**src/include/frontend_params.svh**
```systemverilog
`ifndef FRONTEND_PARAMS_SVH
`define FRONTEND_PARAMS_SVH

////////////////////////////////////////
// Fetch front end sizing
////////////////////////////////////////

// First fetch address after reset, pair aligned
`define FE_RESET_PC 32'h1c00_0000

// Instruction buffer entries
// Must be a power of two for pointer wrap
`define FE_BUF_DEPTH 16

// Two-bit counter table entries
// Indexed by pc bits above the word offset
`define FE_CNT_ENTRIES 64

`endif

```
**src/source/fetch_pkg.sv**
```systemverilog
package fetch_pkg;

    ////////////////////////////////////////
    // Address and instruction words
    ////////////////////////////////////////

    // Byte address
    typedef logic [31:0] addr_t;

    // One instruction word
    typedef logic [31:0] inst_t;

    ////////////////////////////////////////
    // Buffer slot
    ////////////////////////////////////////

    // One predicted instruction as the back end sees it
    // pred_target is the predicted next pc, pc+4 when not taken
    typedef struct packed {
        inst_t inst;
        addr_t pc;
        logic  pred_taken;
        addr_t pred_target;
    } slot_t;

endpackage

```
**src/source/predict_pkg.sv**
```systemverilog
`include "frontend_params.svh"

package predict_pkg;

    ////////////////////////////////////////
    // Predecode
    ////////////////////////////////////////

    // Major opcode in inst[31:26]
    // Any encoding not listed decodes as OP_OTHER
    typedef enum logic [5:0] {
        OP_OTHER  = 6'b000000,
        OP_JUMP   = 6'b000010,
        OP_BRANCH = 6'b000100
    } opcode_e;

    ////////////////////////////////////////
    // Counter table
    ////////////////////////////////////////

    // Saturating counter, WEAK_T and above predict taken
    typedef enum logic [1:0] {
        STRONG_NT = 2'b00,
        WEAK_NT   = 2'b01,
        WEAK_T    = 2'b10,
        STRONG_T  = 2'b11
    } counter_e;

    // Table index taken from pc, used for lookup and for upd_pc
    typedef logic [$clog2(`FE_CNT_ENTRIES)-1:0] cnt_idx_t;

endpackage

```
**src/source/pc_gen.sv**
```systemverilog
`timescale 1ns/100ps
`include "frontend_params.svh"

module pc_gen (
    input  logic             clk,
    input  logic             arst_n,
    input  logic             icache_stall,
    input  logic             almost_full,
    input  logic             flush,
    input  fetch_pkg::addr_t new_pc,
    input  logic             redirect,
    input  fetch_pkg::addr_t redirect_pc,
    output logic             fetch_req,
    output fetch_pkg::addr_t fetch_pc
);
    import fetch_pkg::*;

    logic  run_q;
    addr_t pc_next;

    ////////////////////////////////////////
    // Request generation
    ////////////////////////////////////////

    // Held off for one cycle out of reset
    // Cache stall and a nearly full buffer both stop new pairs
    assign fetch_req = run_q && !icache_stall && !almost_full;

    ////////////////////////////////////////
    // Next fetch address
    ////////////////////////////////////////

    // Flush wins over redirect, redirect wins over sequential
    // Redirects are taken even while stalled so the strobe is not lost
    always_comb begin
        if (flush) begin
            pc_next = new_pc;
        end else if (redirect) begin
            // Fetch the pair holding the target, predictor skips slot 0 if needed
            pc_next = {redirect_pc[31:3], 3'b000};
        end else if (fetch_req) begin
            pc_next = fetch_pc + 32'd8;
        end else begin
            pc_next = fetch_pc;
        end
    end

    always_ff @(posedge clk or negedge arst_n) begin
        if (!arst_n) begin
            run_q    <= 1'b0;
            fetch_pc <= `FE_RESET_PC;
        end else begin
            run_q    <= 1'b1;
            fetch_pc <= pc_next;
        end
    end

    ////////////////////////////////////////
    // Checks
    ////////////////////////////////////////

    // Back end restarts on pair boundaries, so every fetch stays aligned
    a_fetch_pc_aligned : assert property (
        @(posedge clk) disable iff (!arst_n)
        fetch_pc[2:0] == 3'b000
    ) else $error("fetch_pc %h is not pair aligned", fetch_pc);

endmodule

```
**src/source/branch_predictor.sv**
```systemverilog
`timescale 1ns/100ps
`include "frontend_params.svh"

module branch_predictor (
    input  logic             clk,
    input  logic             arst_n,
    input  logic             resp_valid,
    input  fetch_pkg::addr_t resp_pc,
    input  fetch_pkg::inst_t resp_inst [2],
    input  logic             flush,
    input  logic             upd_valid,
    input  fetch_pkg::addr_t upd_pc,
    input  logic             upd_taken,
    output logic             redirect,
    output fetch_pkg::addr_t redirect_pc,
    output logic             wr_valid [2],
    output fetch_pkg::slot_t wr_slot [2]
);
    import fetch_pkg::*;
    import predict_pkg::*;

    localparam int IDX_W = $bits(cnt_idx_t);

    counter_e cnt_table [`FE_CNT_ENTRIES];
    cnt_idx_t upd_idx;
    logic     squash_q;
    logic     skip_q;
    logic     live;
    logic     slot_ok [2];
    logic     taken [2];
    addr_t    target [2];
    slot_t    slot [2];

    function automatic opcode_e decode_op(input inst_t inst);
        case (inst[31:26])
            OP_JUMP:   return OP_JUMP;
            OP_BRANCH: return OP_BRANCH;
            default:   return OP_OTHER;
        endcase
    endfunction

    function automatic counter_e next_count(input counter_e cnt, input logic outcome);
        if (outcome) begin
            return (cnt == STRONG_T) ? STRONG_T : counter_e'(cnt + 2'd1);
        end
        return (cnt == STRONG_NT) ? STRONG_NT : counter_e'(cnt - 2'd1);
    endfunction

    ////////////////////////////////////////
    // Predecode, one per slot
    ////////////////////////////////////////

    for (genvar i = 0; i < 2; i++) begin : g_slot
        addr_t    pc;
        opcode_e  op;
        cnt_idx_t idx;
        addr_t    offset;

        assign pc  = resp_pc + 32'(i * 4);
        assign op  = decode_op(resp_inst[i]);
        assign idx = pc[IDX_W+1:2];

        // Sign extended word offsets
        always_comb begin
            case (op)
                OP_JUMP:   offset = {{4{resp_inst[i][25]}}, resp_inst[i][25:0], 2'b00};
                OP_BRANCH: offset = {{14{resp_inst[i][15]}}, resp_inst[i][15:0], 2'b00};
                default:   offset = 32'd4;
            endcase
        end

        assign taken[i]  = (op == OP_JUMP) || (op == OP_BRANCH && cnt_table[idx] >= WEAK_T);
        assign target[i] = taken[i] ? pc + offset : pc + 32'd4;
        assign slot[i]   = '{
            inst:        resp_inst[i],
            pc:          pc,
            pred_taken:  taken[i],
            pred_target: target[i]
        };
    end

    ////////////////////////////////////////
    // Slot selection and redirect
    ////////////////////////////////////////

    assign live       = resp_valid && !squash_q && !flush;
    assign slot_ok[0] = live && !skip_q;
    // Nothing after a taken slot 0
    assign slot_ok[1] = live && !(slot_ok[0] && taken[0]);

    assign redirect    = (slot_ok[0] && taken[0]) || (slot_ok[1] && taken[1]);
    assign redirect_pc = (slot_ok[0] && taken[0]) ? target[0] : target[1];

    // Packed toward slot 0 so the buffer never sees a lone slot 1
    assign wr_valid[0] = slot_ok[0] || slot_ok[1];
    assign wr_valid[1] = slot_ok[0] && slot_ok[1];
    assign wr_slot[0]  = slot_ok[0] ? slot[0] : slot[1];
    assign wr_slot[1]  = slot[1];

    // One stale pair is in flight after a redirect or a flush
    // skip_q drops slot 0 of the first live pair when the target is at pc+4
    always_ff @(posedge clk or negedge arst_n) begin
        if (!arst_n) begin
            squash_q <= 1'b0;
            skip_q   <= 1'b0;
        end else begin
            squash_q <= redirect || flush;
            if (flush) begin
                skip_q <= 1'b0;
            end else if (redirect) begin
                skip_q <= redirect_pc[2];
            end else if (live) begin
                skip_q <= 1'b0;
            end
        end
    end

    ////////////////////////////////////////
    // Counter training
    ////////////////////////////////////////

    assign upd_idx = upd_pc[IDX_W+1:2];

    always_ff @(posedge clk or negedge arst_n) begin
        if (!arst_n) begin
            for (int i = 0; i < `FE_CNT_ENTRIES; i++) begin
                cnt_table[i] <= WEAK_NT;
            end
        end else if (upd_valid) begin
            cnt_table[upd_idx] <= next_count(cnt_table[upd_idx], upd_taken);
        end
    end

    ////////////////////////////////////////
    // Checks
    ////////////////////////////////////////

    a_redirect_has_resp : assert property (
        @(posedge clk) disable iff (!arst_n)
        redirect |-> resp_valid
    ) else $error("redirect without a cache response");

endmodule

```
**src/source/inst_buffer.sv**
```systemverilog
`timescale 1ns/100ps
`include "frontend_params.svh"

module inst_buffer (
    input  logic             clk,
    input  logic             arst_n,
    input  logic             flush,
    input  logic             pause,
    input  logic             send_en,
    input  logic             wr_valid [2],
    input  fetch_pkg::slot_t wr_slot [2],
    output logic             almost_full,
    output logic             out_valid [2],
    output fetch_pkg::slot_t out_slot [2]
);
    import fetch_pkg::*;

    localparam int DEPTH = `FE_BUF_DEPTH;
    localparam int PTR_W = $clog2(DEPTH);
    localparam int CNT_W = PTR_W + 1;

    slot_t            mem [DEPTH];
    logic [PTR_W-1:0] rd_ptr;
    logic [PTR_W-1:0] wr_ptr;
    logic [CNT_W-1:0] count;
    logic [1:0]       n_wr;
    logic [1:0]       n_rd;
    logic             retire;

    ////////////////////////////////////////
    // Occupancy
    ////////////////////////////////////////

    assign n_wr   = 2'(wr_valid[0]) + 2'(wr_valid[1]);
    assign retire = send_en && !pause;
    assign n_rd   = retire ? 2'(out_valid[0]) + 2'(out_valid[1]) : 2'd0;

    // Room for two pairs still in flight
    assign almost_full = (CNT_W'(DEPTH) - count) < CNT_W'(4);

    ////////////////////////////////////////
    // Read side
    ////////////////////////////////////////

    // Oldest two entries
    assign out_valid[0] = count != '0;
    assign out_valid[1] = count > CNT_W'(1);
    assign out_slot[0]  = mem[rd_ptr];
    assign out_slot[1]  = mem[rd_ptr + PTR_W'(1)];

    ////////////////////////////////////////
    // Storage and pointers
    ////////////////////////////////////////

    always_ff @(posedge clk) begin
        if (wr_valid[0] && !flush) begin
            mem[wr_ptr] <= wr_slot[0];
        end
        if (wr_valid[1] && !flush) begin
            mem[wr_ptr + PTR_W'(1)] <= wr_slot[1];
        end
    end

    always_ff @(posedge clk or negedge arst_n) begin
        if (!arst_n) begin
            rd_ptr <= '0;
            wr_ptr <= '0;
            count  <= '0;
        end else if (flush) begin
            // Drop everything, including this cycle's retire
            rd_ptr <= '0;
            wr_ptr <= '0;
            count  <= '0;
        end else begin
            rd_ptr <= rd_ptr + PTR_W'(n_rd);
            wr_ptr <= wr_ptr + PTR_W'(n_wr);
            count  <= count + CNT_W'(n_wr) - CNT_W'(n_rd);
        end
    end

    ////////////////////////////////////////
    // Checks
    ////////////////////////////////////////

    // Holds only if pc_gen honours almost_full with two pairs in flight
    a_no_overflow : assert property (
        @(posedge clk) disable iff (!arst_n)
        !flush |-> (count + CNT_W'(n_wr)) <= CNT_W'(DEPTH)
    ) else $error("instruction buffer written past full");

    a_out_order : assert property (
        @(posedge clk) disable iff (!arst_n)
        out_valid[1] |-> out_valid[0]
    ) else $error("out_valid[1] without out_valid[0]");

endmodule

```
**src/source/frontend_top.sv**
```systemverilog
`timescale 1ns/100ps

module frontend_top (
    input  logic             clk,
    input  logic             arst_n,
    // Instruction cache
    output logic             fetch_req,
    output fetch_pkg::addr_t fetch_pc,
    input  logic             icache_stall,
    input  logic             resp_valid,
    input  fetch_pkg::addr_t resp_pc,
    input  fetch_pkg::inst_t resp_inst [2],
    // Back end
    input  logic             flush,
    input  fetch_pkg::addr_t new_pc,
    input  logic             pause,
    input  logic             send_en,
    input  logic             upd_valid,
    input  fetch_pkg::addr_t upd_pc,
    input  logic             upd_taken,
    output logic             out_valid [2],
    output fetch_pkg::slot_t out_slot [2]
);
    import fetch_pkg::*;

    logic  redirect;
    addr_t redirect_pc;
    logic  wr_valid [2];
    slot_t wr_slot [2];
    logic  almost_full;

    pc_gen u_pc_gen (
        .clk          (clk),
        .arst_n       (arst_n),
        .icache_stall (icache_stall),
        .almost_full  (almost_full),
        .flush        (flush),
        .new_pc       (new_pc),
        .redirect     (redirect),
        .redirect_pc  (redirect_pc),
        .fetch_req    (fetch_req),
        .fetch_pc     (fetch_pc)
    );

    branch_predictor u_branch_predictor (
        .clk          (clk),
        .arst_n       (arst_n),
        .resp_valid   (resp_valid),
        .resp_pc      (resp_pc),
        .resp_inst    (resp_inst),
        .flush        (flush),
        .upd_valid    (upd_valid),
        .upd_pc       (upd_pc),
        .upd_taken    (upd_taken),
        .redirect     (redirect),
        .redirect_pc  (redirect_pc),
        .wr_valid     (wr_valid),
        .wr_slot      (wr_slot)
    );

    inst_buffer u_inst_buffer (
        .clk          (clk),
        .arst_n       (arst_n),
        .flush        (flush),
        .pause        (pause),
        .send_en      (send_en),
        .wr_valid     (wr_valid),
        .wr_slot      (wr_slot),
        .almost_full  (almost_full),
        .out_valid    (out_valid),
        .out_slot     (out_slot)
    );

endmodule

```
**config.mk**
```make
export PLATFORM = sky130hd
export DESIGN_NAME = frontend_top
export DESIGN_NICKNAME = d
export VERILOG_FILES = /design/src/source/fetch_pkg.sv /design/src/source/predict_pkg.sv /design/src/source/pc_gen.sv /design/src/source/branch_predictor.sv /design/src/source/inst_buffer.sv /design/src/source/frontend_top.sv
export VERILOG_INCLUDE_DIRS = /design/src /design/src/include
export SDC_FILE = /design/constraint.sdc
export NUM_CORES = 2
export LEC_CHECK = 0
export BUFFER_PORTS_ARGS = -buffer_cell sky130_fd_sc_hd__buf_2
export CAP_MARGIN = 10
export CORE_MARGIN = 3
export CORE_UTILIZATION = 44
export CTS_CLUSTER_SIZE = 16
export DETAILED_ROUTE_END_ITERATION = 16
export PLACE_DENSITY_LB_ADDON = 0.1
export SYNTH_ARGS = -nofsm -noshare
export SYNTH_HDL_FRONTEND = slang
export SYNTH_HIERARCHICAL = 1
export SYNTH_SLANG_ARGS = --single-unit
```
**constraint.sdc**
```tcl
create_clock -name clk -period 14.6 [get_ports clk]
set_input_delay 2.19 -clock clk [delete_from_list [all_inputs] [get_ports clk]]
set_output_delay 2.19 -clock clk [all_outputs]
set_load 0.05 [all_outputs]
```
# Yosys cells after proc, flatten, opt, wreduce, memory -nomap -nowiden
# Memories as Yosys holds them, arrays and structs flattened.
# Index checks and enable logic that the tools add are counted.
[word_totals] ramBits=1552 reg_bits=176 wordCells=180 mem_count=1 output_inout_bits=229
[memory_table] memory="u_inst_buffer.mem" words=16 word_bits=97 read_ports=2 rd_clocked_by_memory_dff=0 wr=2 line="inst_buffer.sv:22" rtl="slot_t mem [DEPTH];"
[classes] n_mux=41 n_lt_le_gt_ge=8 n_bitwise=3 addsub=16 eq_ne=9 n_reduce_logical=31
[ops] op="32-bit 2-to-1 mux" count=6
[ops] op="128-bit bitwise mux" count=1
[ops] op="32-bit one-hot mux with 2 select lines" count=2
[ops] op="97-bit 2-to-1 mux" count=1
[ops] op="32-bit by 3-bit adder with 32-bit output (second input constant)" count=2
[ops] op="32-bit adder" count=2
[ops] op="2-bit binary-select mux with 6-bit select" count=3
[ops] op="32-bit by 4-bit adder with 32-bit output (second input constant)" count=1
[ops] op="2-bit 2-to-1 mux" count=13
[ops] op="7-bit >= comparator (second input constant)" count=3
[ops] op="6-bit inverter with 7-bit output" count=3
[ops] op="1-bit logical AND" count=15
[ops] op="2-bit demux with 6-bit select" count=1
[ops] op="6-bit by 2-bit == test with 1-bit output (second input constant)" count=2
[ops] op="6-bit by 3-bit == test with 1-bit output (second input constant)" count=2
[ops] op="3-bit one-hot mux with 2 select lines" count=2
[ops] op="1-bit 2-to-1 mux" count=9
[ops] op="4-bit by 1-bit adder with 4-bit output (second input constant)" count=2
[ops] op="4-bit by 2-bit adder with 4-bit output" count=2
[ops] op="4-bit 2-to-1 mux" count=2
[ops] op="1-bit logical NOT" count=7
[ops] op="7-bit by 1-bit < comparator with 1-bit output (second input constant)" count=1
[ops] op="3-bit by 2-bit == test with 1-bit output (second input constant)" count=2
[ops] op="3-bit == test (second input constant)" count=2
[ops] op="15 further kinds" count=22

# Depth between registers and ports, before layout
[logic_depth] word_depth=15 mapped_depth=27 ltp_nobuf=24

# Modules after synthesis
# The synthesis kept the hierarchy.
[by_module_without_submodules] module="inst_buffer" cells_per_inst=5356 area_per_inst_um2=90570.6 seq_area_each_um2=46930.0 instances=1
[by_module_without_submodules] module="branch_predictor" cells_per_inst=1552 area_per_inst_um2=13640.6 seq_area_each_um2=3333.2 instances=1
[by_module_without_submodules] module="pc_gen" cells_per_inst=274 area_per_inst_um2=2259.7 seq_area_each_um2=829.5 instances=1

# Worst setup path before layout
# No wires, ideal clock.
[synth_path] path_type="in2reg" from="input resp_pc[3]" to="memory u_inst_buffer/mem[8][0] in the netlist's numbering (enable)" stages=13 path_buffers=3 required_ns=14.013 arrival_ns=9.633 setup_slack_ns=4.381 path_cell_list="buf_4 > mux4_1 > mux4_2 > mux2_2 > nand2_1 > o21ai_1 > a21o_1 > buf_2 > nor2_1 > nand2_2 > or2_4 > buf_8 > o22ai_1"
[synth_rtl] element="start, declared" line="frontend_top.sv:11" rtl="input fetch_pkg::addr_t resp_pc,"
[synth_rtl] element="end, declared" line="inst_buffer.sv:22"

==> out/qor.yml <==
run_status:
  status: "finished clean"
routing:
  vias: 71820
  wl_per_cell_um: 38.1
  drt_pre_antenna_iters: 6
  drc: 0
  drtIter0Drc: 8232
  wl_mm: 401
  vias_per_cell: 6.81
  drtAntennaViolNets: 0
power_and_ir_drop:
  totalPowerFinal_mw: 17.5
  cellPowerDensity_nw_per_um2: 150
  p_leak_nw: 39.2
  peakVddDrop_uv: 242
clock_tree:
  cts_tree: "yes"
  cts_root_buf: "clkbuf_16"
  cts_buffers: 201
  cts-htree-levels: 4
  cts_setup_buffers: 0
  clkTransAtPathRegs_ns: 0.06
  hold_buffers: 0
  clock-sinks: 1728
  cts.path.max_buffers: 3
  clk_latency_ns: 0.87
  ctsResizeCount: 0
sta:
  worst_slew_margin_rel_pct: 8.46
  layout_min_cycle_time_ns: 10.45
  slew_viol_final: 0
  hold_slack_ns: 0.500
  tns_ns: 0
  fmax_mhz: 95.7
  setup_viol_count_final: 0
  final.setup.worst_slack_ns: 4.15
  hold_viol_final: 0
  worst_clock_skew_ns: 0.0564
  worst-slew-pin-transition_ns: 1.37
  rsz0062_at_grt: "no"
  final.period_utilization_pct: 71.6
min_path:
  holdPathStages: 1
  min_to: "u_pc_gen/fetch_pc[0]"
  hp-class: "reg -> reg"
  hp-start: "u_pc_gen/fetch_pc[0]"
critical_path:
  critPathLaunchType: "primary input"
  crit_type: "in -> reg"
  reg2reg_slack_ns: 7.01
  crit_slowest_cell: "xnor2_4"
  critPathArrivalTime_ns: 11.05
  rr_endpoint: "u_inst_buffer/mem[1][27]"
  cp_cell_sequence: "buf_2 > buf_4 > ha_1 > nand3_2 > xnor2_4 > mux2i_1 > mux4_2 > a211oi_2 > nor2_1 > nor2_1 > and2_1 > inv_1 > fa_1 > nor2b_1 > o31a_1 > o2111ai_1 > a21oi_1 > o21ai_0 > a31oi_1 > a21oi_1 > xor2_1 > inv_1 > a21o_1 > mux2_2"
  cp_data_required_time_ns: 15.20
  worstPathMaxFanout: 36
  worstReg2RegStart: "u_branch_predictor/cnt_table[83]"
  cp-end-kind: "flop"
  r2r_cells: 21
  slowest_delay_ns: 0.91
floorplanning:
  die_y_um: 498
  initial_core_util_pct: 44.5
  core_um2: 239000
  die-area_um2: 248000
  ios: 398
  rows: 179
  die_x_um: 498
logic_synthesis:
  netlist_area_um2: 106000
  syn_area_per_cell_um2: 14.8
  syn_nets: 7432
  yosysWarnings: 6
  syn_inst: 7178
finish:
  nets: 7427
  drive_gt1_share_pct: 48.4
  nFillCells: 20676
  syn2layout_area_growth_pct: 9.84
global_route:
  grt.total_usage_pct: 31.6
  grt_pass1_wl_mm: 558
  antenna_found_initial: 60
  first_global_vias: 72167
  grt_remaining_overflow: 0
  grt_max_degree: 125
flow_run:
  maxCapViolations: 0
place:
  place.gp.congestion: 0.923
  pre_cts_ws_ns: 3.66
  portBuffers: 371
  dp_hpwl_mm: 229
## power breakdown
part | internal (mW) | switching (mW)
Clock | 2.81 | 2.15
Combinational | 2.69 | 4.21
Sequential | 5.53 | 0.126
Total | 11.0 | 6.48
## metrics by stage
stage | cell area, µm² | cells | util (%)
2_1_floorplan | 106000 | 7178 | -
3_3_place_gp | 110000 | 10132 | 46.2
3_5_place_dp | 110000 | 10132 | 46.2
4_1_cts | 117000 | 10505 | 48.8
5_1_grt | 117000 | 10534 | 48.9
6_report | 117000 | 10551 | 48.9
## cell type report
class	count	area [µm²]	area share (%)
clock inverter	113	968	0.828
multi-input combinational	4616	51600	44.1
antenna	41	103	0.0877
sequential	1728	51100	43.7
tap	3167	3960	3.39
inverter	53	199	0.170
timing repair buffer	573	3600	3.08
clock buffer	260	5390	4.61
## state kept, by name (all words and copies together) (netlist names)
| signal | cells |
|---|---|
| u_branch_predictor/cnt_table | 128 |
| u_branch_predictor/skip_q | 1 |
| u_branch_predictor/squash_q | 1 |
| u_inst_buffer/count | 5 |
| u_inst_buffer/mem | 1552 |
| u_inst_buffer/rd_ptr | 4 |
| u_inst_buffer/wr_ptr | 4 |
| u_pc_gen/fetch_pc | 32 |
| u_pc_gen/run_q | 1 |
## cell usage in the layout, fill, tap and decap left out, drive strengths merged, types with 39 or more instances in the layout
cell type / count
a21oi: 108
a22oi: 304
and2: 39
buf: 573
clkbuf: 260
clkinv: 87
dfrtp: 109
dfstp: 67
diode: 41
edfxtp: 1552
ha: 79
inv: 61
mux2: 1702
mux2i: 53
mux4: 823
nand2: 439
nand3: 138
nor2: 152
o21ai: 301
xnor2: 87
xor2: 46
## how the worst max path moves through the flow
stage          depth (start not counted)  slack (ns)                       end  startpoint
3_3_place_gp                          25        3.69  u_inst_buffer/mem[2][30]  resp_pc[2]
6_report                              24        4.15  u_inst_buffer/mem[1][26]  resp_pc[2]
4_1_cts                               24        4.56  u_inst_buffer/mem[1][26]  resp_pc[2]
2_1_floorplan                         13        4.38   u_inst_buffer/mem[8][0]  resp_pc[3]
5_1_grt                               24        3.92  u_inst_buffer/mem[0][26]  resp_pc[2]
3_5_place_dp                          23        3.66  u_inst_buffer/mem[7][31]  resp_pc[2]
## critical path: cells and delay by family
kind | cells | cell delay (ns)
compound gates | 8 | 2.67
simple gates | 5 | 1.61
xor+xnor | 2 | 1.35
mux | 3 | 1.28
buf+inv | 4 | 1.05
fa+ha+maj | 2 | 0.83
## layer usage
metal  share of wire [%]  vias up  GRT usage, %
met5               0.030        -             0
met4                 4.1       20          12.8
met3                 9.3      815          6.41
met2                  46     4021          48.9
met1                  41    38209          43.8
li1                    -    28755             -
(Power assumes the default switching activity.)
